[src/hw/soc_bus_pkg.sv]
package soc_bus_pkg;

    // one fixed 64-bit bus, fetch returns half a word
    typedef logic [63:0] addr_t;
    typedef logic [63:0] data_t;
    typedef logic [31:0] inst_t;
    typedef logic [7:0]  strb_t;

    // arbiter control FSM
    typedef enum logic [1:0] {
        ARB_IDLE,
        ARB_RAM_WAIT,
        ARB_CLINT_WAIT,
        ARB_RETURN
    } arb_state_e;

    // ram port FSM, merge states serve partial-strobe writes
    typedef enum logic [1:0] {
        RMW_IDLE,
        RMW_READ,
        RMW_MERGE_READ,
        RMW_MERGE_WRITE
    } rmw_state_e;

    // strobed bytes come from new_word, the rest keep old_word
    function automatic data_t merge_bytes(input data_t old_word,
                                          input data_t new_word,
                                          input strb_t strb);
        data_t merged;
        merged = old_word;
        for (int i = 0; i < $bits(strb_t); i++) begin
            if (strb[i]) begin
                merged[i*8 +: 8] = new_word[i*8 +: 8];
            end
        end
        return merged;
    endfunction

endpackage

[src/hw/soc_map_pkg.sv]
package soc_map_pkg;

    // core-local timer window, everything outside it is ram
    localparam soc_bus_pkg::addr_t CLINT_BASE    = 64'h0000_0000_0200_0000;
    localparam soc_bus_pkg::addr_t CLINT_SIZE    = 64'h0000_0000_0001_0000;

    // timer registers inside the window
    localparam soc_bus_pkg::addr_t MTIMECMP_ADDR = 64'h0000_0000_0200_4000;
    localparam soc_bus_pkg::addr_t MTIME_ADDR    = 64'h0000_0000_0200_bff8;

    // every byte lane written
    localparam soc_bus_pkg::strb_t STRB_FULL     = 8'hff;

endpackage

[src/hw/bus_arbiter.sv]
`timescale 1ns/1ps

module bus_arbiter (
    input  logic               clk,
    input  logic               i_rst_n,

    input  logic               i_ifetch_req,
    input  soc_bus_pkg::addr_t i_ifetch_addr,
    output soc_bus_pkg::inst_t o_ifetch_data,
    output logic               o_ifetch_ok,

    input  logic               i_data_req,
    input  logic               i_data_we,
    input  soc_bus_pkg::addr_t i_data_addr,
    input  soc_bus_pkg::data_t i_data_wdata,
    input  soc_bus_pkg::strb_t i_data_strb,
    output soc_bus_pkg::data_t o_data_rdata,
    output logic               o_data_ok,

    input  logic               i_ram_done,
    input  soc_bus_pkg::data_t i_ram_rdata,
    input  logic               i_clint_done,
    input  soc_bus_pkg::data_t i_clint_rdata,

    output logic               o_ram_start,
    output logic               o_clint_start,
    output logic               o_acc_we,
    output soc_bus_pkg::addr_t o_acc_addr,
    output soc_bus_pkg::data_t o_acc_wdata,
    output soc_bus_pkg::strb_t o_acc_strb
);

    soc_bus_pkg::arb_state_e state_q;
    logic                    owner_data_q;
    logic                    ram_start_q;
    logic                    clint_start_q;
    logic                    ifetch_ok_q;
    logic                    data_ok_q;

    logic                    acc_we_q;
    soc_bus_pkg::addr_t      acc_addr_q;
    soc_bus_pkg::data_t      acc_wdata_q;
    soc_bus_pkg::strb_t      acc_strb_q;
    soc_bus_pkg::data_t      rdata_q;

    logic                    grant;
    soc_bus_pkg::addr_t      sel_addr;
    logic                    sel_clint;

    // data port wins a tie
    assign grant    = i_data_req | i_ifetch_req;
    assign sel_addr = i_data_req ? i_data_addr : i_ifetch_addr;

    // timer window decode, only done here
    assign sel_clint = (sel_addr >= soc_map_pkg::CLINT_BASE) &&
                       (sel_addr <  soc_map_pkg::CLINT_BASE + soc_map_pkg::CLINT_SIZE);

    always_ff @(posedge clk or negedge i_rst_n) begin
        if (!i_rst_n) begin
            state_q       <= soc_bus_pkg::ARB_IDLE;
            owner_data_q  <= 1'b0;
            ram_start_q   <= 1'b0;
            clint_start_q <= 1'b0;
            ifetch_ok_q   <= 1'b0;
            data_ok_q     <= 1'b0;
        end else begin
            // starts and oks are single-cycle pulses
            ram_start_q   <= 1'b0;
            clint_start_q <= 1'b0;
            ifetch_ok_q   <= 1'b0;
            data_ok_q     <= 1'b0;
            case (state_q)
                soc_bus_pkg::ARB_IDLE: begin
                    if (grant) begin
                        owner_data_q <= i_data_req;
                        if (sel_clint) begin
                            clint_start_q <= 1'b1;
                            state_q       <= soc_bus_pkg::ARB_CLINT_WAIT;
                        end else begin
                            ram_start_q <= 1'b1;
                            state_q     <= soc_bus_pkg::ARB_RAM_WAIT;
                        end
                    end
                end
                soc_bus_pkg::ARB_RAM_WAIT: begin
                    if (i_ram_done) begin
                        data_ok_q   <= owner_data_q;
                        ifetch_ok_q <= !owner_data_q;
                        state_q     <= soc_bus_pkg::ARB_RETURN;
                    end
                end
                soc_bus_pkg::ARB_CLINT_WAIT: begin
                    if (i_clint_done) begin
                        data_ok_q   <= owner_data_q;
                        ifetch_ok_q <= !owner_data_q;
                        state_q     <= soc_bus_pkg::ARB_RETURN;
                    end
                end
                // ok is high here, requests are not sampled
                soc_bus_pkg::ARB_RETURN: begin
                    state_q <= soc_bus_pkg::ARB_IDLE;
                end
                default: begin
                    state_q <= soc_bus_pkg::ARB_IDLE;
                end
            endcase
        end
    end

    // latched access and returned word
    always_ff @(posedge clk) begin
        if (state_q == soc_bus_pkg::ARB_IDLE && grant) begin
            if (i_data_req) begin
                acc_we_q    <= i_data_we;
                acc_addr_q  <= i_data_addr;
                acc_wdata_q <= i_data_wdata;
                acc_strb_q  <= i_data_strb;
            end else begin
                // a fetch is always a full-word read
                acc_we_q    <= 1'b0;
                acc_addr_q  <= i_ifetch_addr;
                acc_wdata_q <= '0;
                acc_strb_q  <= soc_map_pkg::STRB_FULL;
            end
        end
        if (state_q == soc_bus_pkg::ARB_RAM_WAIT && i_ram_done) begin
            rdata_q <= i_ram_rdata;
        end
        if (state_q == soc_bus_pkg::ARB_CLINT_WAIT && i_clint_done) begin
            rdata_q <= i_clint_rdata;
        end
    end

    assign o_ram_start   = ram_start_q;
    assign o_clint_start = clint_start_q;
    assign o_acc_we      = acc_we_q;
    assign o_acc_addr    = acc_addr_q;
    assign o_acc_wdata   = acc_wdata_q;
    assign o_acc_strb    = acc_strb_q;

    assign o_data_ok     = data_ok_q;
    assign o_data_rdata  = rdata_q;
    assign o_ifetch_ok   = ifetch_ok_q;
    // address bit 2 picks the instruction half
    assign o_ifetch_data = acc_addr_q[2] ? rdata_q[63:32] : rdata_q[31:0];

endmodule

[src/hw/ram_port.sv]
`timescale 1ns/1ps

module ram_port (
    input  logic               clk,
    input  logic               i_rst_n,

    input  logic               i_start,
    input  logic               i_we,
    input  soc_bus_pkg::addr_t i_addr,
    input  soc_bus_pkg::data_t i_wdata,
    input  soc_bus_pkg::strb_t i_strb,
    output logic               o_done,
    output soc_bus_pkg::data_t o_rdata,

    output logic               o_ram_read_ena,
    output soc_bus_pkg::addr_t o_ram_addr,
    input  soc_bus_pkg::data_t i_ram_rdata,
    output logic               o_ram_write_ena,
    output soc_bus_pkg::addr_t o_ram_write_addr,
    output soc_bus_pkg::data_t o_ram_write_data
);

    soc_bus_pkg::rmw_state_e state_q;
    logic                    done_q;
    // read result, or merged word on a partial write
    soc_bus_pkg::data_t      word_q;

    logic                    full_strb;
    logic                    start_read;
    logic                    start_write;

    assign full_strb   = (i_strb == soc_map_pkg::STRB_FULL);
    // partial writes read the old word first
    assign start_read  = (state_q == soc_bus_pkg::RMW_IDLE) && i_start &&
                         !(i_we && full_strb);
    assign start_write = (state_q == soc_bus_pkg::RMW_IDLE) && i_start &&
                         i_we && full_strb;

    always_ff @(posedge clk or negedge i_rst_n) begin
        if (!i_rst_n) begin
            state_q <= soc_bus_pkg::RMW_IDLE;
            done_q  <= 1'b0;
        end else begin
            done_q <= 1'b0;
            case (state_q)
                soc_bus_pkg::RMW_IDLE: begin
                    if (start_write) begin
                        done_q <= 1'b1;
                    end else if (start_read) begin
                        state_q <= i_we ? soc_bus_pkg::RMW_MERGE_READ
                                        : soc_bus_pkg::RMW_READ;
                    end
                end
                soc_bus_pkg::RMW_READ: begin
                    done_q  <= 1'b1;
                    state_q <= soc_bus_pkg::RMW_IDLE;
                end
                soc_bus_pkg::RMW_MERGE_READ: begin
                    state_q <= soc_bus_pkg::RMW_MERGE_WRITE;
                end
                soc_bus_pkg::RMW_MERGE_WRITE: begin
                    done_q  <= 1'b1;
                    state_q <= soc_bus_pkg::RMW_IDLE;
                end
                default: begin
                    state_q <= soc_bus_pkg::RMW_IDLE;
                end
            endcase
        end
    end

    // ram data is valid the cycle after read_ena
    always_ff @(posedge clk) begin
        if (state_q == soc_bus_pkg::RMW_READ) begin
            word_q <= i_ram_rdata;
        end else if (state_q == soc_bus_pkg::RMW_MERGE_READ) begin
            word_q <= soc_bus_pkg::merge_bytes(i_ram_rdata, i_wdata, i_strb);
        end
    end

    assign o_ram_read_ena   = start_read;
    assign o_ram_addr       = i_addr;
    assign o_ram_write_ena  = start_write || (state_q == soc_bus_pkg::RMW_MERGE_WRITE);
    assign o_ram_write_addr = i_addr;
    assign o_ram_write_data = (state_q == soc_bus_pkg::RMW_MERGE_WRITE) ? word_q : i_wdata;

    assign o_done  = done_q;
    assign o_rdata = word_q;

endmodule

[src/hw/clint_timer.sv]
`timescale 1ns/1ps

module clint_timer (
    input  logic               clk,
    input  logic               i_rst_n,

    input  logic               i_start,
    input  logic               i_we,
    input  soc_bus_pkg::addr_t i_addr,
    input  soc_bus_pkg::data_t i_wdata,
    input  soc_bus_pkg::strb_t i_strb,
    output logic               o_done,
    output soc_bus_pkg::data_t o_rdata,

    output logic               o_timer_irq
);

    soc_bus_pkg::data_t mtime_q;
    soc_bus_pkg::data_t mtimecmp_q;
    soc_bus_pkg::data_t rdata_q;
    logic               done_q;
    logic               irq_q;

    logic               sel_mtime;
    logic               sel_mtimecmp;
    logic               wr_mtime;
    logic               wr_mtimecmp;

    // register select, other window addresses read zero
    assign sel_mtime    = (i_addr == soc_map_pkg::MTIME_ADDR);
    assign sel_mtimecmp = (i_addr == soc_map_pkg::MTIMECMP_ADDR);
    assign wr_mtime     = i_start && i_we && sel_mtime;
    assign wr_mtimecmp  = i_start && i_we && sel_mtimecmp;

    always_ff @(posedge clk or negedge i_rst_n) begin
        if (!i_rst_n) begin
            mtime_q    <= '0;
            // all ones keeps the interrupt low out of reset
            mtimecmp_q <= '1;
            done_q     <= 1'b0;
            irq_q      <= 1'b0;
        end else begin
            done_q <= i_start;
            // a software write wins over the tick
            if (wr_mtime) begin
                mtime_q <= soc_bus_pkg::merge_bytes(mtime_q, i_wdata, i_strb);
            end else begin
                mtime_q <= mtime_q + 64'd1;
            end
            if (wr_mtimecmp) begin
                mtimecmp_q <= soc_bus_pkg::merge_bytes(mtimecmp_q, i_wdata, i_strb);
            end
            irq_q <= (mtime_q >= mtimecmp_q);
        end
    end

    always_ff @(posedge clk) begin
        if (i_start && !i_we) begin
            if (sel_mtime) begin
                rdata_q <= mtime_q;
            end else if (sel_mtimecmp) begin
                rdata_q <= mtimecmp_q;
            end else begin
                rdata_q <= '0;
            end
        end
    end

    assign o_done      = done_q;
    assign o_rdata     = rdata_q;
    assign o_timer_irq = irq_q;

endmodule

[src/hw/soc_top.sv]
`timescale 1ns/1ps

module soc_top (
    input  logic               clk,
    input  logic               i_rst_n,

    // instruction fetch port
    input  logic               i_ifetch_req,
    input  soc_bus_pkg::addr_t i_ifetch_addr,
    output soc_bus_pkg::inst_t o_ifetch_data,
    output logic               o_ifetch_ok,

    // load/store port
    input  logic               i_data_req,
    input  logic               i_data_we,
    input  soc_bus_pkg::addr_t i_data_addr,
    input  soc_bus_pkg::data_t i_data_wdata,
    input  soc_bus_pkg::strb_t i_data_strb,
    output soc_bus_pkg::data_t o_data_rdata,
    output logic               o_data_ok,

    // external synchronous ram
    output logic               o_ram_read_ena,
    output soc_bus_pkg::addr_t o_ram_addr,
    input  soc_bus_pkg::data_t i_ram_rdata,
    output logic               o_ram_write_ena,
    output soc_bus_pkg::addr_t o_ram_write_addr,
    output soc_bus_pkg::data_t o_ram_write_data,

    output logic               o_timer_irq
);

    // shared access from the arbiter
    logic               acc_we;
    soc_bus_pkg::addr_t acc_addr;
    soc_bus_pkg::data_t acc_wdata;
    soc_bus_pkg::strb_t acc_strb;

    logic               ram_start;
    logic               ram_done;
    soc_bus_pkg::data_t ram_rdata;

    logic               clint_start;
    logic               clint_done;
    soc_bus_pkg::data_t clint_rdata;

    bus_arbiter u_bus_arbiter (
        .clk           (clk),
        .i_rst_n       (i_rst_n),
        .i_ifetch_req  (i_ifetch_req),
        .i_ifetch_addr (i_ifetch_addr),
        .o_ifetch_data (o_ifetch_data),
        .o_ifetch_ok   (o_ifetch_ok),
        .i_data_req    (i_data_req),
        .i_data_we     (i_data_we),
        .i_data_addr   (i_data_addr),
        .i_data_wdata  (i_data_wdata),
        .i_data_strb   (i_data_strb),
        .o_data_rdata  (o_data_rdata),
        .o_data_ok     (o_data_ok),
        .i_ram_done    (ram_done),
        .i_ram_rdata   (ram_rdata),
        .i_clint_done  (clint_done),
        .i_clint_rdata (clint_rdata),
        .o_ram_start   (ram_start),
        .o_clint_start (clint_start),
        .o_acc_we      (acc_we),
        .o_acc_addr    (acc_addr),
        .o_acc_wdata   (acc_wdata),
        .o_acc_strb    (acc_strb)
    );

    ram_port u_ram_port (
        .clk              (clk),
        .i_rst_n          (i_rst_n),
        .i_start          (ram_start),
        .i_we             (acc_we),
        .i_addr           (acc_addr),
        .i_wdata          (acc_wdata),
        .i_strb           (acc_strb),
        .i_ram_rdata      (i_ram_rdata),
        .o_done           (ram_done),
        .o_rdata          (ram_rdata),
        .o_ram_read_ena   (o_ram_read_ena),
        .o_ram_addr       (o_ram_addr),
        .o_ram_write_ena  (o_ram_write_ena),
        .o_ram_write_addr (o_ram_write_addr),
        .o_ram_write_data (o_ram_write_data)
    );

    clint_timer u_clint_timer (
        .clk         (clk),
        .i_rst_n     (i_rst_n),
        .i_start     (clint_start),
        .i_we        (acc_we),
        .i_addr      (acc_addr),
        .i_wdata     (acc_wdata),
        .i_strb      (acc_strb),
        .o_done      (clint_done),
        .o_rdata     (clint_rdata),
        .o_timer_irq (o_timer_irq)
    );

endmodule

[config.mk]
export PLATFORM = sky130hd
export DESIGN_NAME = soc_top
export DESIGN_NICKNAME = d
export VERILOG_FILES = /design/src/hw/soc_bus_pkg.sv /design/src/hw/soc_map_pkg.sv /design/src/hw/bus_arbiter.sv /design/src/hw/ram_port.sv /design/src/hw/clint_timer.sv /design/src/hw/soc_top.sv
export SDC_FILE = /design/constraint.sdc
export NUM_CORES = 1
export LEC_CHECK = 0
export BUFFER_PORTS_ARGS = -buffer_cell sky130_fd_sc_hd__buf_4
export CORE_MARGIN = 10
export CORE_UTILIZATION = 34
export CTS_CLUSTER_SIZE = 16
export DETAILED_ROUTE_END_ITERATION = 6
export HOLD_SLACK_MARGIN = 0.02
export PLACE_DENSITY_LB_ADDON = 0.25
export REMOVE_ABC_BUFFERS = 1
export SLEW_MARGIN = 25
export SYNTH_ARGS = -nofsm -noshare
export SYNTH_HDL_FRONTEND = slang
export SYNTH_SLANG_ARGS = --single-unit
export TNS_END_PERCENT = 50
[constraint.sdc]
create_clock -name clk -period 10 [get_ports clk]
set_clock_uncertainty 0.1 [all_clocks]
set_input_delay 1 -clock clk [delete_from_list [all_inputs] [get_ports clk]]
set_output_delay 1 -clock clk [all_outputs]
set_load 0.005 [all_outputs]
* Yosys cells after proc, flatten, opt, wreduce, memory -nomap -nowiden *
Index checks and enable logic that the tools add are counted.
Widths: inputs -> output; s select.

storage, ports and cells
  bits in registers = 469
  input port bits = 269
  logic and storage cells = 142

operators by class
  add/sub/neg operators = 1
  order comparisons = 3
  eq/ne operators = 22
  muxes and demuxes = 49
  bitwise gates (word level) = 1
  reductions and logical operators = 33

operator list
  cell                   count
  $mux 64                9
  $eq 64x26->1 const B   2
  $mux 8                 16
  $add 64x1->64 const B  1
  $ge 64x26->1 const B   1
  $ge 64x64->1           1
  $lt 64x26->1 const B   1
  $mux 32                1
  $ne 2x2->1 const B     10
  $reduce_and 2->1       10
  $mux 2                 7
  $logic_and 1x1->1      13
  $mux 1                 11
  $eq 2x2->1 const B     4
  $eq 8x8->1 const B     1
  $pmux 2 s4             1
  $ne 2x1->1 const B     3
  $pmux 1 s2             3
  $pmux 2 s3             1
  $eq 2x1->1 const B     2
  $logic_not 2->1        2
  $reduce_bool 2->1      2
  $logic_not 1->1        3
  $reduce_and 3->1       1
  3 further kinds        3

* Depth between registers and ports, before layout *
  depth in word-level cells = 7
  depth in mapped cells = 11
  mapped depth without buffers = 9

* Cells and area by module *
From an unflattened synthesis, not the netlist that was laid out.

second synthesis, totals
  cells, all modules = 1,930
  area total of the unflattened synthesis = 25,146.6 sq um

modules (own cells, without submodules)
  module       instances  cells each  area each (sq um)  sequential area each (sq um)
  clint_timer  1          1,030       11,139.4           5,255.0
  bus_arbiter  1          532         9,008.6            6,211.0
  ram_port     1          368         4,998.5            1,996.9

* Worst setup path after synthesis *
Ideal clock, no wire load.

  path kind = in2reg
  start point = in i_data_req
  end point = reg u_bus_arbiter.acc_addr_q[0], in the netlist u_bus_arbiter.o_acc_addr[0] (enable)
  setup time = 489 ps
  arrival = 4,603 ps
  setup slack = 4,808 ps
  cell stages on the path = 5
  buffers on the path = 3
  path through = clkbuf_1 clkbuf_1 clkbuf_1 o21ai_0 inv_1

on the way
  longest elaborated chain between the ends = 2

RTL lines
  element                 RTL line            source
  start: declaration      soc_top.sv:14       input logic i_data_req,
  $or 1x1->1              bus_arbiter.sv:51   assign grant = i_data_req | i_ifetch_req;
  $logic_and 1x1->1       bus_arbiter.sv:112  if (state_q == soc_bus_pkg::ARB_IDLE && grant) begin
  end signal: assignment  bus_arbiter.sv:115  acc_addr_q <= i_data_addr;
  end signal: assignment  bus_arbiter.sv:121  acc_addr_q <= i_ifetch_addr;
  end: declaration        bus_arbiter.sv:41   soc_bus_pkg::addr_t acc_addr_q;

No other way between the ends.
A chain may end at the register's enable or synchronous reset.

* Final worst setup path *
  start point = in i_data_req
  end point = reg u_bus_arbiter.state_q[1]

on the way
  longest elaborated chain between the ends = 6
  elaborated cells on any way between the ends = 10
  those cells by class = order compare (2); eq/ne (1); mux (4); bitwise (1); reduce/logical (2)

RTL lines
  element                                       RTL line                              source
  $mux 64 *                                     bus_arbiter.sv:52                     assign sel_addr = i_data_req ? i_data_addr : i_ifetch_addr;
  via u_bus_arbiter.sel_addr[31]                bus_arbiter.sv:47                     soc_bus_pkg::addr_t sel_addr;
  $ge 64x26->1 or $lt 64x26->1 (tied branches)  bus_arbiter.sv:55, bus_arbiter.sv:56
  $logic_and 1x1->1 *                           bus_arbiter.sv:55                     assign sel_clint = (sel_addr >= soc_map_pkg::CLINT_BASE) &&
  $mux 2 *                                      bus_arbiter.sv:76                     if (sel_clint) begin
  $mux 2 *                                      bus_arbiter.sv:74                     if (grant) begin
  $pmux 2 s4 *                                  bus_arbiter.sv:72                     case (state_q)
  end signal: assignment                        bus_arbiter.sv:60                     state_q <= soc_bus_pkg::ARB_IDLE;
  end signal: assignment                        bus_arbiter.sv:78                     state_q <= soc_bus_pkg::ARB_CLINT_WAIT;
  end signal: assignment                        bus_arbiter.sv:81                     state_q <= soc_bus_pkg::ARB_RAM_WAIT;
  end: declaration                              bus_arbiter.sv:33                     soc_bus_pkg::arb_state_e state_q;

Mark *: on every way through the listed nets, which the timed path passes. The rest lies on a longest branch. The select of a mux whose other input is x is not followed.

==> impl_metrics.ini <==
[setup_path]
worstPathRequired_ps = 10430
cp_max_fo = 80
critPathLaunchType = primary input
arrival_ps = 4260
worstSetupPathType = in -> reg
cp-end-kind = flop

[clock_tree]
path_clk_slew_ps = 50
cts_tree = yes
post_cts_buffers = 0
cts_hold_buf = 0
cts_made_buffers = 55
cts_buffer_depth = 3
numClockSinks = 469
clockRootBuffer = clkbuf_16
clk_latency_ps = 610
ctsResizeCount = 0
htreeDepth = 2

[floorplanning]
num_rows = 96
start_util_pct = 34.5
fp.dieW_um = 284
io_pins = 562
die_area_um2 = 80900
die_h_um = 284
core_area_um2 = 68900

[timing]
fin_crit_sh_pct = 38.4
worst_slew_pin_slew_ps = 980
relSlewSlack_pct = 34.6
drv_slew = 0
clock.fmax_ghz = 0.261
setup_viol = 0
min_period_ps = 3840
rsz0062_at_grt = no
finalHoldViolations = 0
hold_slack_ps = 310
final.setup.tns_ps = 0

[detailed_routing]
postRouteAntennaNets = 0
vias = 17300
vias_per_cell = 5.20
first_pass_iters = 5
drcViolationCount = 0
routedWlPerCell_um = 25.4
routed_wirelength_mm = 84.6
drt-initial-drc-count = 1127

[power]
irDropWorstVdd_uv = 122
power.density_nw_per_um2 = 144
p_leak_nw = 11.7

[global_routing]
grt-ovfl-total = 0
grt_max_degree = 88
grt_pass1_vias = 18400
grt_pass1_wl_mm = 123
antenna_found_initial = 9
grt.total_usage_pct = 20.1

[yosys]
synth_top_area_share_pct = 41.5
synth_cell_types = 64
async_flop_share_pct = 29.9
syn_avg_cell_area_um2 = 12.8
ys_seq_area_share_pct = 56.6
yosysWarnings = 0
synth-edff-count = 329
synth_largest_area_cell = edfxtp_1
yosys-top-cells-area = edfxtp_1 (42%), mux2_2 (17%), dfrtp_1 (8.0%)
syn_area_um2 = 23800
synthFlopType = edfxtp_1
synth_cells = 1856
synth_seq_cells = 469

[final_layout]
final_nets = 2688
fin_area_um2 = 30600
multi_input_area_um2 = 9290
syn_to_final_growth_pct = 28.5
regArea_um2 = 13500
fin_util_pct = 44.3
drive_gt1_share_pct = 46.3
fillerInstances = 6498
final_common_cell = buf_4
layout_common_cells = buf_4 (570), mux2_2 (352), edfxtp_1 (329)

[placement]
gp_congestion = 0.936
dp_hpwl_mm = 61.8
port_buffers = 561
postPlaceCellArea_um2 = 28600

[outcome]
run_status = finished clean

[worst_hold_path]
hold_path.class = reg -> reg

[flow_run]
maxCapViolCount = 0
-- worst paths after layout --
| path | start | to | slack, ps | cells after the start |
|---|---|---|---|---|
| max in group asynchronous | i_rst_n | u_clint_timer.mtime_q[58]$_DFFE_PN0P_ | 8180 | 2 |
| max | i_data_req | u_bus_arbiter.state_q[1]$_DFFE_PN0P_ | 6160 | 9 |
| min reg2reg | u_bus_arbiter.o_clint_start$_DFF_PN0_ | u_clint_timer.o_done$_DFF_PN0_ | 310 | 0 |
| min | u_bus_arbiter.o_clint_start$_DFF_PN0_ | u_clint_timer.o_done$_DFF_PN0_ | 310 | 0 |
| min in group asynchronous | i_rst_n | u_clint_timer.mtime_q[15]$_DFFE_PN0P_ | 340 | 1 |
| max reg2reg | u_bus_arbiter.o_acc_addr[32]$_DFFE_PP_ | u_clint_timer.mtime_q[17]$_DFFE_PN0P_ | 6190 | 8 |
-- sequential cells by signal, summed over array words and instances (netlist names) --
signal / flops
u_bus_arbiter.o_acc_addr: 64
u_bus_arbiter.o_acc_strb: 8
u_bus_arbiter.o_acc_wdata: 64
u_bus_arbiter.o_acc_we: 1
u_bus_arbiter.o_clint_start: 1
u_bus_arbiter.o_data_ok: 1
u_bus_arbiter.o_data_rdata: 64
u_bus_arbiter.o_ifetch_ok: 1
u_bus_arbiter.o_ram_start: 1
u_bus_arbiter.owner_data_q: 1
u_bus_arbiter.state_q: 2
u_clint_timer.mtime_q: 64
u_clint_timer.mtimecmp_q: 64
u_clint_timer.o_done: 1
u_clint_timer.o_rdata: 64
u_clint_timer.o_timer_irq: 1
u_ram_port.o_done: 1
u_ram_port.o_rdata: 64
u_ram_port.state_q: 2
-- per-stage QoR --
stage / instances / setup WS, ps / power, mW
after floorplan: 1713 / 5460 / 2.16
after global placement: 3218 / 5500 / 2.27
after detailed placement: 3220 / 5540 / 2.28
after CTS: 3323 / 6190 / 4.47
after global routing: 3326 / 5990 / 4.55
final: 3328 / 6160 / 4.41
-- where the power goes --
| part | total (mW) | switching (mW) | internal, mW |
|---|---|---|---|
| clock network | 2.17 | 0.846 | 1.33 |
| registers | 2.08 | 0 | 2.08 |
| logic | 0.160 | 0.0605 | 0.0998 |
-- per-layer routing --
| layer | global-route usage [%] | vias up | wire length, um |
|---|---|---|---|
| met5 | 0 | - | 27 |
| met4 | 5.15 | 6 | 1960 |
| met3 | 5.09 | 113 | 6000 |
| met2 | 35.3 | 641 | 43000 |
| met1 | 24.1 | 8599 | 33600 |
| li1 | - | 7943 | - |
-- area by class of cell --
cell class | count | share of cell area [%]
sequential | 469 | 44.1
multi-input combinational | 1158 | 30.4
timing repair buffer | 576 | 14.3
clock buffer | 66 | 4.81
tap | 931 | 3.81
clock inverter | 37 | 1.51
inverter | 86 | 1.07
antenna | 5 | 0.0409
-- cells in the mapped netlist (all sizes together) (4+ instances only) --
| library cell | count |
|---|---|
| and2 | 72 |
| o221a | 8 |
| o21ai | 50 |
| nand2b | 26 |
| o32ai | 9 |
| a21oi | 67 |
| nor2 | 91 |
| o31ai | 4 |
| edfxtp | 329 |
| nor4 | 38 |
| o22ai | 5 |
| buf | 70 |
| dfrtp | 76 |
| and4 | 5 |
| a211oi | 30 |
| and3 | 13 |
| nand2 | 90 |
| a21o | 11 |
| nand4 | 30 |
| mux2 | 352 |
| a311oi | 5 |
| a211o | 8 |
| or4 | 7 |
| dfstp | 64 |
| nor3 | 22 |
| ha | 73 |
| a22o | 65 |
| inv | 86 |
| nand3 | 37 |
| clkbuf | 73 |
-- critical path, stage by stage --
cell      delay [ps]
buf_4            690
buf_4            710
mux2_2           420
nor4_1           490
and4_1           320
nand3_1          110
nor2_1           150
a211oi_1          60
a21oi_1          130
-- cell families (layout without fill, tap and decap cells) --
family | count (synthesis) | in the layout | share of synthesized area (%)
compound gates | 285 | 285 | 8.43
other cells | 0 | 5 | 0
fa+ha+maj | 73 | 73 | 3.84
flops | 469 | 469 | 56.6
mux | 354 | 354 | 16.8
simple gates | 446 | 446 | 9.72
buf+inv | 229 | 765 | 4.64
No activity file was read; power rests on OpenSTA's default activity.
